$ cat src/verilog/ctrl_pkg.sv
// control package with the sprite FSM states and the score and lives types
package ctrl_pkg;

	// sprite sequencing states
	typedef enum logic [1:0] {
		S_LOAD,
		S_WAIT,
		S_UPDATE
	} sprite_state_t;

	typedef logic [1:0] lives_t;
	typedef logic [7:0] score_t;

	localparam lives_t MAX_LIVES = 2'd3;

endpackage

$ cat src/verilog/screen_pkg.sv
// screen package with screen geometry, cell coordinate types and colour types
package screen_pkg;

	// screen size in cells
	localparam int SCREEN_W = 160;
	localparam int SCREEN_H = 120;

	// cell coordinates
	typedef logic [7:0] coord_x_t;
	typedef logic [6:0] coord_y_t;

	// one bit each for red, green, blue
	typedef logic [2:0] colour_t;

	// last cell on each axis
	localparam coord_x_t X_MAX = coord_x_t'(SCREEN_W - 1);
	localparam coord_y_t Y_MAX = coord_y_t'(SCREEN_H - 1);

endpackage

$ cat src/verilog/bee_datapath.sv
// bee datapath that moves a bee diagonally, bounces it off the screen edges and requests a plot
`timescale 1ns/1ps

module bee_datapath
	import screen_pkg::*;
#(
	parameter coord_x_t START_X = 8'd10,
	parameter coord_y_t START_Y = 7'd10,
	parameter colour_t  COLOUR  = 3'b001
) (
	input  logic     clk,
	input  logic     resetn,
	input  logic     load,
	input  logic     update,
	input  logic     grant,
	output coord_x_t pos_x,
	output coord_y_t pos_y,
	output colour_t  colour,
	output logic     req
);

	// direction flags, set means decreasing coordinate
	logic x_dec;
	logic y_dec;

	always_ff @(posedge clk or negedge resetn)
	begin
		if (!resetn)
		begin
			pos_x <= START_X;
			pos_y <= START_Y;
			x_dec <= 1'b0;
			y_dec <= 1'b1;
		end
		else if (load)
		begin
			pos_x <= START_X;
			pos_y <= START_Y;
			x_dec <= 1'b0;
			y_dec <= 1'b1;
		end
		else if (update)
		begin
			// x axis, reverse at either edge
			if (!x_dec && pos_x == X_MAX)
			begin
				x_dec <= 1'b1;
				pos_x <= pos_x - 8'd1;
			end
			else if (x_dec && pos_x == '0)
			begin
				x_dec <= 1'b0;
				pos_x <= pos_x + 8'd1;
			end
			else
				pos_x <= x_dec ? pos_x - 8'd1 : pos_x + 8'd1;
			// y axis
			if (!y_dec && pos_y == Y_MAX)
			begin
				y_dec <= 1'b1;
				pos_y <= pos_y - 7'd1;
			end
			else if (y_dec && pos_y == '0)
			begin
				y_dec <= 1'b0;
				pos_y <= pos_y + 7'd1;
			end
			else
				pos_y <= y_dec ? pos_y - 7'd1 : pos_y + 7'd1;
		end
	end

	always_ff @(posedge clk or negedge resetn)
	begin
		if (!resetn)
			req <= 1'b0;
		else if (load || update)
			req <= 1'b1;
		else if (grant)
			req <= 1'b0;
	end

	assign colour = COLOUR;

endmodule

$ cat src/verilog/beehive_top.sv
// beehive game top level with timers, sprite control, sprite datapaths, plot merge and score
`timescale 1ns/1ps

module beehive_top
	import screen_pkg::*;
	import ctrl_pkg::*;
#(
	parameter int       MOVE_PERIOD  = 50000000,
	parameter int       SCORE_PERIOD = 50000000,
	parameter coord_x_t PLAYER_X     = 8'd70,
	parameter coord_y_t PLAYER_Y     = 7'd70,
	parameter coord_x_t BEE1_X       = 8'd10,
	parameter coord_y_t BEE1_Y       = 7'd10,
	parameter coord_x_t BEE2_X       = 8'd40,
	parameter coord_y_t BEE2_Y       = 7'd40
) (
	input  logic     clk,
	input  logic     resetn,
	input  logic     joy_x,
	input  logic     joy_y,
	output coord_x_t plot_x,
	output coord_y_t plot_y,
	output colour_t  plot_colour,
	output logic     plot_valid,
	output lives_t   lives,
	output score_t   score
);

	logic move_tick, score_tick, load, update;
	logic p_req, b1_req, b2_req;
	logic p_grant, b1_grant, b2_grant;
	coord_x_t p_x, b1_x, b2_x;
	coord_y_t p_y, b1_y, b2_y;
	colour_t  p_colour, b1_colour, b2_colour;

	tick_timer #(.PERIOD(MOVE_PERIOD)) move_timer (.clk, .resetn, .tick(move_tick));
	tick_timer #(.PERIOD(SCORE_PERIOD)) score_timer (.clk, .resetn, .tick(score_tick));

	sprite_control ctrl0 (.clk, .resetn, .move_tick, .load, .update);

	// player is white
	player_datapath #(.START_X(PLAYER_X), .START_Y(PLAYER_Y), .COLOUR(3'b111)) player0 (
		.clk, .resetn, .load, .update, .joy_x, .joy_y, .grant(p_grant),
		.pos_x(p_x), .pos_y(p_y), .colour(p_colour), .req(p_req)
	);

	// bee 1 blue, bee 2 green
	bee_datapath #(.START_X(BEE1_X), .START_Y(BEE1_Y), .COLOUR(3'b001)) bee1 (
		.clk, .resetn, .load, .update, .grant(b1_grant),
		.pos_x(b1_x), .pos_y(b1_y), .colour(b1_colour), .req(b1_req)
	);

	bee_datapath #(.START_X(BEE2_X), .START_Y(BEE2_Y), .COLOUR(3'b010)) bee2 (
		.clk, .resetn, .load, .update, .grant(b2_grant),
		.pos_x(b2_x), .pos_y(b2_y), .colour(b2_colour), .req(b2_req)
	);

	plot_arbiter arb0 (
		.clk, .resetn,
		.p_req, .p_x, .p_y, .p_colour,
		.b1_req, .b1_x, .b1_y, .b1_colour,
		.b2_req, .b2_x, .b2_y, .b2_colour,
		.p_grant, .b1_grant, .b2_grant,
		.plot_x, .plot_y, .plot_colour, .plot_valid
	);

	life_score score0 (
		.clk, .resetn, .update, .score_tick,
		.p_x, .p_y, .b1_x, .b1_y, .b2_x, .b2_y,
		.lives, .score
	);

endmodule

$ cat src/verilog/life_score.sv
// lives and score unit that detects collisions, counts lives and counts the score
`timescale 1ns/1ps

module life_score
	import screen_pkg::*;
	import ctrl_pkg::*;
(
	input  logic     clk,
	input  logic     resetn,
	input  logic     update,
	input  logic     score_tick,
	input  coord_x_t p_x,
	input  coord_y_t p_y,
	input  coord_x_t b1_x,
	input  coord_y_t b1_y,
	input  coord_x_t b2_x,
	input  coord_y_t b2_y,
	output lives_t   lives,
	output score_t   score
);

	// positions settle one cycle after update
	logic update_d;
	logic hit;

	assign hit = ((p_x == b1_x) && (p_y == b1_y)) || ((p_x == b2_x) && (p_y == b2_y));

	always_ff @(posedge clk or negedge resetn)
	begin
		if (!resetn)
		begin
			update_d <= 1'b0;
			lives    <= MAX_LIVES;
			score    <= '0;
		end
		else
		begin
			update_d <= update;
			if (update_d && hit && lives == 2'd1)
			begin
				// last life gone, start a new game
				lives <= MAX_LIVES;
				score <= '0;
			end
			else
			begin
				if (update_d && hit)
					lives <= lives - 2'd1;
				if (score_tick)
					score <= score + 8'd1;
			end
		end
	end

endmodule

$ cat src/verilog/player_datapath.sv
// player datapath that moves the player sprite from the joystick and requests a plot
`timescale 1ns/1ps

module player_datapath
	import screen_pkg::*;
#(
	parameter coord_x_t START_X = 8'd70,
	parameter coord_y_t START_Y = 7'd70,
	parameter colour_t  COLOUR  = 3'b111
) (
	input  logic     clk,
	input  logic     resetn,
	input  logic     load,
	input  logic     update,
	input  logic     joy_x,
	input  logic     joy_y,
	input  logic     grant,
	output coord_x_t pos_x,
	output coord_y_t pos_y,
	output colour_t  colour,
	output logic     req
);

	// one cell per update on each axis, held at the screen edge
	always_ff @(posedge clk or negedge resetn)
	begin
		if (!resetn)
		begin
			pos_x <= START_X;
			pos_y <= START_Y;
		end
		else if (load)
		begin
			pos_x <= START_X;
			pos_y <= START_Y;
		end
		else if (update)
		begin
			// joy_x high is left
			if (joy_x && pos_x != '0)
				pos_x <= pos_x - 8'd1;
			else if (!joy_x && pos_x != X_MAX)
				pos_x <= pos_x + 8'd1;
			// joy_y high is up, toward y = 0
			if (joy_y && pos_y != '0)
				pos_y <= pos_y - 7'd1;
			else if (!joy_y && pos_y != Y_MAX)
				pos_y <= pos_y + 7'd1;
		end
	end

	// request held until the arbiter grants it
	always_ff @(posedge clk or negedge resetn)
	begin
		if (!resetn)
			req <= 1'b0;
		else if (load || update)
			req <= 1'b1;
		else if (grant)
			req <= 1'b0;
	end

	assign colour = COLOUR;

endmodule

$ cat src/verilog/plot_arbiter.sv
// plot arbiter that merges the sprite plot requests into one registered plot stream
`timescale 1ns/1ps

module plot_arbiter
	import screen_pkg::*;
(
	input  logic     clk,
	input  logic     resetn,
	input  logic     p_req,
	input  coord_x_t p_x,
	input  coord_y_t p_y,
	input  colour_t  p_colour,
	input  logic     b1_req,
	input  coord_x_t b1_x,
	input  coord_y_t b1_y,
	input  colour_t  b1_colour,
	input  logic     b2_req,
	input  coord_x_t b2_x,
	input  coord_y_t b2_y,
	input  colour_t  b2_colour,
	output logic     p_grant,
	output logic     b1_grant,
	output logic     b2_grant,
	output coord_x_t plot_x,
	output coord_y_t plot_y,
	output colour_t  plot_colour,
	output logic     plot_valid
);

	// player first, then bee 1, then bee 2
	assign p_grant  = p_req;
	assign b1_grant = b1_req && !p_req;
	assign b2_grant = b2_req && !p_req && !b1_req;

	always_ff @(posedge clk or negedge resetn)
	begin
		if (!resetn)
		begin
			plot_x      <= '0;
			plot_y      <= '0;
			plot_colour <= '0;
			plot_valid  <= 1'b0;
		end
		else
		begin
			plot_valid <= p_grant || b1_grant || b2_grant;
			if (p_grant)
			begin
				plot_x      <= p_x;
				plot_y      <= p_y;
				plot_colour <= p_colour;
			end
			else if (b1_grant)
			begin
				plot_x      <= b1_x;
				plot_y      <= b1_y;
				plot_colour <= b1_colour;
			end
			else if (b2_grant)
			begin
				plot_x      <= b2_x;
				plot_y      <= b2_y;
				plot_colour <= b2_colour;
			end
		end
	end

endmodule

$ cat src/verilog/sprite_control.sv
// sprite control FSM that sequences the load and update steps of the sprite datapaths
`timescale 1ns/1ps

module sprite_control
	import ctrl_pkg::*;
(
	input  logic clk,
	input  logic resetn,
	input  logic move_tick,
	output logic load,
	output logic update
);

	sprite_state_t state;
	sprite_state_t next_state;

	always_ff @(posedge clk or negedge resetn)
	begin
		if (!resetn)
			state <= S_LOAD;
		else
			state <= next_state;
	end

	// load once, then wait for a move tick between updates
	always_comb
	begin
		case (state)
			S_LOAD:   next_state = S_WAIT;
			S_WAIT:   next_state = move_tick ? S_UPDATE : S_WAIT;
			S_UPDATE: next_state = S_WAIT;
			default:  next_state = S_LOAD;
		endcase
	end

	assign load   = (state == S_LOAD);
	assign update = (state == S_UPDATE);

endmodule

$ cat src/verilog/tick_timer.sv
// tick timer that raises a one-cycle tick once every PERIOD clock cycles
`timescale 1ns/1ps

module tick_timer #(
	parameter int PERIOD = 50000000
) (
	input  logic clk,
	input  logic resetn,
	output logic tick
);

	localparam int W = (PERIOD > 1) ? $clog2(PERIOD) : 1;
	localparam logic [W-1:0] RELOAD = W'(PERIOD - 1);

	logic [W-1:0] count;

	// down-counter, reloads after reaching zero
	always_ff @(posedge clk or negedge resetn)
	begin
		if (!resetn)
			count <= RELOAD;
		else if (count == '0)
			count <= RELOAD;
		else
			count <= count - 1'b1;
	end

	assign tick = (count == '0);

endmodule
$ cat config.mk
export PLATFORM = sky130hd
export DESIGN_NAME = beehive_top
export DESIGN_NICKNAME = d
export VERILOG_FILES = /design/src/verilog/ctrl_pkg.sv /design/src/verilog/screen_pkg.sv /design/src/verilog/bee_datapath.sv /design/src/verilog/beehive_top.sv /design/src/verilog/life_score.sv /design/src/verilog/player_datapath.sv /design/src/verilog/plot_arbiter.sv /design/src/verilog/sprite_control.sv /design/src/verilog/tick_timer.sv
export SDC_FILE = /design/constraint.sdc
export NUM_CORES = 1
export LEC_CHECK = 0
export ABC_AREA = 0
export BUFFER_PORTS_ARGS = -buffer_cell sky130_fd_sc_hd__buf_2
export CAP_MARGIN = 20
export CORE_MARGIN = 5
export CORE_UTILIZATION = 50
export CTS_BUF_LIST = sky130_fd_sc_hd__clkbuf_2 sky130_fd_sc_hd__clkbuf_4 sky130_fd_sc_hd__clkbuf_8
export DETAILED_ROUTE_END_ITERATION = 6
export PLACE_DENSITY = 0.65
export SYNTH_ARGS = -nofsm -noshare
export SYNTH_HDL_FRONTEND = slang
export SYNTH_HIERARCHICAL = 1
export SYNTH_SLANG_ARGS = --single-unit
$ cat constraint.sdc
create_clock -name clk -period 6.4 [get_ports clk]
set_input_delay 1.6 -clock clk [delete_from_list [all_inputs] [get_ports clk]]
set_output_delay 1.6 -clock clk [all_outputs]
set_load 0.01 [all_outputs]
==> summary.txt, run 1 <==
Status
  • Status: complete, no violations

Clocking
  • CTS Buf Count: 17
  • Root buf cell: clkbuf_8
  • Skew-Pair Late Insertion Delay: roughly 0.45 ns
  • Resize count post-CTS: 0
  • CTS tree: done
  • Postcts setup bufs: 0
  • Clk buf depth: 2
  • Hold Buf Count CTS: 0
  • # H-tree levels: 4
  • Clock Pin Slew Worst Setup and Hold Paths: about 0.080 ns
  • Clock sink total: 136

Layout
  • Ant diodes: 0
  • P&R area growth vs syn: 7.21%
  • # fillers: between 1500 and 2000
  • Layout cells sized above 1: 0.189
  • Finished Cell Area: around 9300 sq um
  • Nets: approximately 960

Synth
  • Distinct cells, synth: 90
  • Synthesis warning total: 6
  • Syn_area_per_cell: around 9.5 sq um
  • Share of synthesized registers carrying an async set or reset: 1.00
  • Seq/Total Area, Yosys: 0.399
  • Area of the mapped netlist: ~8700 sq um
  • Post-synthesis cell count: 914
  • Post-synth EDFFs: 0
  • FF+latch count, synth: about 140
  • Post-Synth Adder-Cell Area: 0.0405
  • Prevailing post-synth register cell: dfrtp_1
  • Post-synthesis compound-gate area fraction: 0.145
  • Post-Synth XOR/XNOR Area: 0.0775
  • Main combinational cell family by area after synthesis: simple AND/OR/NAND/NOR gates
  • Post-synthesis mux area share: 0.0545
  • Post-Synth Simple-Gate Area: 0.223

Critical path
  • CP Depth: 10
  • CP Capture Type: flop
  • CP Buf/Inv Count: 2
  • FF-to-FF path depth: 10
  • Most used cell, CP: a21oi_1
  • CP arrival: 3.53 ns
  • Worst setup SP type: input pin
  • Crit Path Class: in2reg
  • CP max FO: 6
  • Worst-path cell with the longest stage delay: o41ai_1
  • Data required, critical path: slightly below 7 ns
  • Largest stage delay, worst path: between 0.3 and 0.4 ns
  • Critical path's top delay family: compound AO/OA/AOI/OAI gates
  • Worst-path cell chain: buf_2 > nand2_1 > inv_1 > ha_1 > a21oi_1 > o211ai_1 > o41ai_1 > xnor2_1 > or3_1 > a21oi_1

Die
  • Die area: 20200 sq um
  • Starting Density: 0.507
  • Die X-Extent: approximately 140 microns
  • Chip height: 142 microns
  • Io pins: 33
  • Core area: roughly 17000 sq um
  • Floorplan row count: between 40 and 50

Power and ir drop
  • VDD IR max: 0.130 mV
  • P_leak: about 0.0039 uW
  • P per Cell Area: between 150 and 200 nW/um^2

STA
  • Max-slew headroom: 0.336
  • Fmax: approximately 320 MHz
  • Hold Vio Cnt, Final: 0
  • Worst Max-Slew Pin Slew: between 0.9 and 1 ns
  • RSZ-0062 raised after global routing: no
  • TNS Setup: 0 ns
  • Final setup fails: 0
  • Period utilisation layout: 0.492
  • Clock Skew: 0.0123 ns
  • Shortest period the worst path allows: approximately 3.2 ns
  • Fin. max-slew vios: 0

Global route
  • Largest net degree at the start of global routing: about 90
  • Total track usage: 0.192
  • Number of global-route vias before repair: roughly 6400
  • Grt ovf: 0
  • First-pass GRT wire length: around 32 mm
  • Antenna violations before repair: 0

Placement
  • Post-detail-place hpwl: 12.6 mm
  • GPL Wtd Cong: between 0.8 and 0.9
  • Port bufs: 32
  • Placed instance area: approximately 8900 sq um

Routing
  • Antenna-violating nets left: 0
  • Via count: ~6700
  • Drt wl/cell: between 15 and 20 microns
  • DRT iter0 DRCs: around 450
  • Initial DRT Pass Iterations: 5
  • Via density per instance: around 5.7
  • DRC Markers: 0
  • Final wirelength: around 19 mm

Job
  • Max Cap Violations: 0

Hold path
  • Worst Hold Path Cells: 1
  • Min-Delay Path Class: reg2reg
-- where the power goes --
part	internal, uW	total [uW]	switching (uW)
clock network	357	716	358
registers	861	862	0.562
logic	14.0	45.5	31.5
total	1230	1620	390
-- layout make-up --
| class | count | area [sq um] | share of cell area |
|---|---|---|---|
| sequential | 136 | 3470 | 0.372 |
| multi-input combinational | 680 | 4750 | 0.509 |
| clock buffer | 18 | 248 | 0.0265 |
| tap | 225 | 282 | 0.0302 |
| timing repair buffer | 37 | 244 | 0.0261 |
| inverter | 52 | 195 | 0.0209 |
| clock inverter | 14 | 149 | 0.0159 |
-- synth_stat cells, types with 5 or more instances --
library cell	number	area (sq um)
nor2_1	98	368
dfrtp_1	82	2050
xnor2_1	59	517
dfstp_2	54	1420
inv_1	51	191
nand2_1	48	180
a21oi_1	32	160
mux2i_1	29	290
o21ai_0	29	145
nor3_1	28	140
ha_1	25	313
nand3_1	23	115
clkbuf_1	21	78.8
nor2b_1	21	131
nor4_1	20	125
nand4_1	18	113
xor2_1	18	158
nand2b_1	16	100
a22o_1	14	123
o31ai_1	13	97.6
buf_4	12	90.1
o22ai_1	12	75.1
buf_6	10	113
o22ai_2	9	113
or3_1	8	50.1
or4_1	8	60.1
and3_1	7	43.8
buf_2	7	35.0
o211ai_1	7	52.6
a31oi_1	6	37.5
mux2_1	6	67.6
nor3b_1	6	45.0
conb_1	5	18.8
mux2_2	5	56.3
or4_4	5	56.3
-- final timing paths --
kind,startpoint,to,slack (ns)
worst max-delay path,joy_x,player0/pos_x[7]$_DFFE_PN0P_,3.25
worst min-delay path,score_timer/count[0]$_DFF_PN1_,score_timer/count[0]$_DFF_PN1_,0.47
worst max register to register,player0/pos_y[3]$_DFFE_PN0P_,player0/pos_y[6]$_DFFE_PN1P_,3.37
worst min register to register,score_timer/count[0]$_DFF_PN1_,score_timer/count[0]$_DFF_PN1_,0.47
max in group asynchronous,resetn,bee2/req$_DFFE_PN0P_,4.08
min in group asynchronous,resetn,score_timer/count[18]$_DFF_PN0_,1.20
-- kinds of logic (layout without fill, tap and decap cells) --
| group | Yosys count | in the layout |
|---|---|---|
| AOI/OAI and AO/OA | 172 | 172 |
| xor gates and xnor gates | 77 | 77 |
| and+or+nand+nor | 351 | 351 |
| buffers and inverters | 102 | 121 |
| DFF | 136 | 136 |
| other | 5 | 9 |
| muxes | 44 | 44 |
| adders and majority gates | 27 | 27 |
-- state kept, by name, indices dropped and copies added (netlist names), 2 cells and up --
signal,flops
player0/pos_y,7
arb0/plot_x,8
move_timer/count,26
bee2/pos_y,7
arb0/plot_y,7
player0/pos_x,8
score0/lives,2
bee1/pos_y,7
ctrl0/state,2
bee1/pos_x,8
arb0/plot_colour,3
score_timer/count,26
score0/score,8
bee2/pos_x,8
-- cell usage in the layout (no fill, tap or decap), drive strengths merged, types with 14 or more instances in the layout --
master	netlist	layout
nor3	28	28
a21oi	33	33
nor4	23	23
nand4	18	18
buf	29	37
ha	25	25
mux2i	29	29
dfrtp	82	82
mux2	15	15
inv	51	53
nor2b	21	21
a22o	14	14
nand2b	17	17
nor2	99	99
nand2	50	50
clkbuf	21	18
xnor2	59	59
o21ai	36	36
xor2	18	18
nand3	23	23
o22ai	21	21
dfstp	54	54
-- stage by stage --
stage                     cells  power [uW]  hold slack, ns  setup WS (ns)   util
after floorplan             918         903           0.433           3.12      -
after global placement     1128         924           0.443           2.82  0.517
after detailed placement   1128         924           0.451           2.83  0.517
after CTS                  1160        1650           0.470           3.29  0.540
after global routing       1162        1690           0.484           3.13  0.543
final                      1162        1620           0.466           3.25  0.543
-- layer usage --
| metal | share of wire | GRT usage | up-vias |
|---|---|---|---|
| met5 | 0 | 0 | - |
| met4 | 0.014 | 0.0596 | 0 |
| met3 | 0.035 | 0.0326 | 24 |
| met2 | 0.45 | 0.298 | 106 |
| met1 | 0.51 | 0.278 | 3275 |
| li1 | - | - | 3272 |
Note: power is estimated with default switching activity, not from simulation.
==> run 2: changes to the inputs <==
PLACE_DENSITY = 0.67   (was 0.65)
clock period = 2.7 ns   (was 6.4 ns; I/O delays follow)
==> run 2 against run 1 <==
  * Non-clock buffer count grew 41
  * Sequential power grew 140%
  * Via count grew 1.8%
  * Sequential share of layout area fell by 1.3 points
  * Global-route usage is 0.86 points higher
  * Clock skew up 0.0017 ns
  * Final cell count rose by 3.5%
  * First-iteration DRC count is 4.3% lower
  * Critical path type is now reg2reg
  * Critical endpoint is now player0/pos_y[5]$_DFFE_PN0P_
==> summary.txt, run 2 (synthesis results as in run 1) <==
STA
  • Shortest period the worst path allows: between 2 and 3 ns
  • Fmax: 392 MHz
  • Worst Max-Slew Pin Slew: 1.01 ns (was 0.996 ns)
  • Setup WS post-layout: 0.148 ns (was 3.25 ns)
  • Period utilisation layout: 0.945
  • Hold Vio Cnt, Final: 0 (unchanged)
  • Final setup fails: 0 (unchanged)
  • Fin. max-slew vios: 0 (unchanged)
  • Max-slew headroom: 0.328 (was 0.336)
  • Clock Skew: 0.0140 ns (was 0.0123 ns)

Power and ir drop
  • Final Power: 3940 uW (was 1620 uW)
  • Sequential group share of total power: 0.518 (was 0.531)
  • Sw Share: 0.229 (was 0.240)
  • VDD IR max: 0.344 mV (was 0.130 mV)
  • Gate power share: 0.031 (was 0.028)
  • P_leak: 0.00412 uW (was 0.00390 uW)
  • Clk pwr share: 0.451 (was 0.441)
  • Pint: 3040 uW (was 1230 uW)
  • P per Cell Area: 407 nW/um^2 (was 174 nW/um^2)
  • P_sw: 905 uW (was 390 uW)

Placement
  • Port bufs: 32 (unchanged)
  • Setup WS pre-CTS: 0.0414 ns (was 2.83 ns)
  • Post-detail-place hpwl: 13.3 mm (was 12.6 mm)
  • GPL Wtd Cong: 0.851 (was 0.845)

Layout
  • # fillers: 1578 (was 1580)
  • Layout cells sized above 1: 0.232 (was 0.189)
  • Most common cell after layout, fill and taps aside: nor2_1 (unchanged)
  • Ant diodes: 0 (unchanged)
  • P&R area growth vs syn: 11.2% (was 7.21%)
  • Biggest regs: move_timer/count: 26 flops, score_timer/count: 26 flops (unchanged)
  • Nets: 996 (was 955)
  • Most frequent cells in the layout: nor2_1, dfrtp_1, xnor2_1 (unchanged)

Status
  • Status: complete, no violations (unchanged)

Routing
  • Antenna-violating nets left: 0 (unchanged)
  • Via count: 6794 (was 6677)
  • Initial DRT Pass Iterations: 5 (unchanged)
  • DRC Markers: 0 (unchanged)
  • Final wirelength: 19.4 mm (was 18.9 mm)
  • Via density per instance: 5.65 (was 5.75)
  • Drt wl/cell: 16.2 microns (was 16.3 microns)
  • DRT iter0 DRCs: 427 (was 446)

Critical path
  • FF-to-FF path depth: 10 (unchanged)
  • CP Capture Type: flop (unchanged)
  • Reg2reg end: player0/pos_y[5]$_DFFE_PN0P_ (was player0/pos_y[6]$_DFFE_PN1P_)
  • CP arrival: 2.91 ns (was 3.53 ns)
  • Worst setup SP type: flop (was input pin)
  • R2R Setup Slk: 0.15 ns (was 3.37 ns)
  • Crit Path Class: reg2reg (was in2reg)
  • Data required, critical path: 3.06 ns (was 6.77 ns)
  • Crit Reg-Reg Startpoint: player0/pos_y[3]$_DFFE_PN0P_ (unchanged)
  • CP max FO: 5 (was 6)

Job
  • Max Cap Violations: 0 (unchanged)

Die
  • Die X-Extent: 142 microns (unchanged)
  • Chip height: 142 microns (unchanged)
  • Core area: 17200 sq um (unchanged)
  • Io pins: 33 (unchanged)
  • Floorplan row count: 48 (unchanged)
  • Die area: 20200 sq um (unchanged)
  • Starting Density: 0.507 (unchanged)

Hold path
  • Min-Delay Path Class: in2async (was reg2reg)

Clocking
  • Skew-Pair Late Insertion Delay: 0.47 ns (was 0.45 ns)
  • Clk buf depth: 2 (unchanged)
  • CTS Buf Count: 17 (unchanged)
  • Hold Buf Count CTS: 0 (unchanged)
  • Root buf cell: clkbuf_8 (unchanged)
  • Clock sink total: 136 (unchanged)
  • # H-tree levels: 4 (unchanged)
  • CTS tree: done (unchanged)
  • Clock Pin Slew Worst Setup and Hold Paths: 0.08 ns (about the same)

Global route
  • Antenna violations before repair: 0 (unchanged)
  • Grt ovf: 0 (unchanged)
  • Largest net degree at the start of global routing: 46 (was 89)
  • First-pass GRT wire length: 33.0 mm (was 31.6 mm)
  • Total track usage: 0.201 (was 0.192)
  • Number of global-route vias before repair: 6433 (was 6372)
[run 2: worst max-delay path by stage]
stage | start | to | slack (ns) | depth (start not counted)
6_report | player0/pos_y[3]$_DFFE_PN0P_ | player0/pos_y[5]$_DFFE_PN0P_ | 0.15 | 10
4_1_cts | player0/pos_x[0]$_DFFE_PN0P_ | player0/pos_x[7]$_DFFE_PN0P_ | 0.02 | 11
3_5_place_dp | player0/pos_y[3]$_DFFE_PN0P_ | player0/pos_y[6]$_DFFE_PN1P_ | 0.04 | 10
5_1_grt | player0/pos_x[5]$_DFFE_PN0P_ | player0/pos_x[7]$_DFFE_PN0P_ | -0.02 | 11
3_3_place_gp | player0/pos_y[3]$_DFFE_PN0P_ | player0/pos_y[6]$_DFFE_PN1P_ | 0.08 | 10
2_1_floorplan | player0/pos_y[3]$_DFFE_PN0P_ | player0/pos_y[5]$_DFFE_PN0P_ | 0.05 | 10
[run 2: critical path: stages, from the launching register on]
cell,delay (ns)
dfrtp_1,0.38
or4_4,0.55
o41ai_4,0.25
inv_2,0.11
ha_1,0.28
a21o_1,0.17
a21oi_1,0.21
o21bai_1,0.09
a21oi_1,0.18
xnor2_1,0.08
a21o_1,0.15
[run 2: through the flow]
stage | instance area [sq um] | utilization | cells | TNS (ns) | hold WS [ns]
5_1_grt | 9680 | 0.564 | 1203 | -0.0240 | 0.153
3_5_place_dp | 9210 | 0.536 | 1170 | 0 | 0.451
4_1_cts | 9620 | 0.560 | 1202 | 0 | 0.132
3_3_place_gp | 9210 | 0.536 | 1170 | 0 | 0.443
2_1_floorplan | 8720 | - | 918 | 0 | 0.379
6_report | 9680 | 0.564 | 1203 | 0 | 0.132
[run 2: power by group through the flow]
stage	registers, uW	logic, uW	clock network (uW)
final	2040	122	1780
after global placement	2080	116	0
after global routing	2040	140	1910
after detailed placement	2080	119	0
after floorplan	2080	59.9	0
after CTS	2040	119	1830
[run 2: what timing repair did]
action / 4_1_cts / 5_1_grt
setup buffers: 0 / 1
resized for setup: 0 / 12
hold endpoints to repair: 0 / 0
endpoints found under the setup margin: 0 / 4
[run 2: final cells by class]
cell class | instances | area (sq um) | area share
multi-input cells | 680 | 4800 | 0.496
inverters | 52 | 195 | 0.0202
clock buffers | 19 | 262 | 0.0270
flip-flops and latches | 136 | 3470 | 0.358
clock inverters | 13 | 151 | 0.0156
repair buffers | 78 | 524 | 0.0541
well taps | 225 | 282 | 0.0291
[run 2: routing by layer]
metal / wire [microns] / global-route usage / vias up
met3: 747 / 0.0450 / 22
met4: 274 / 0.0586 / 0
met5: 0 / 0 / -
met2: 8780 / 0.305 / 107
met1: 9650 / 0.291 / 3308
li1: - / - / 3357
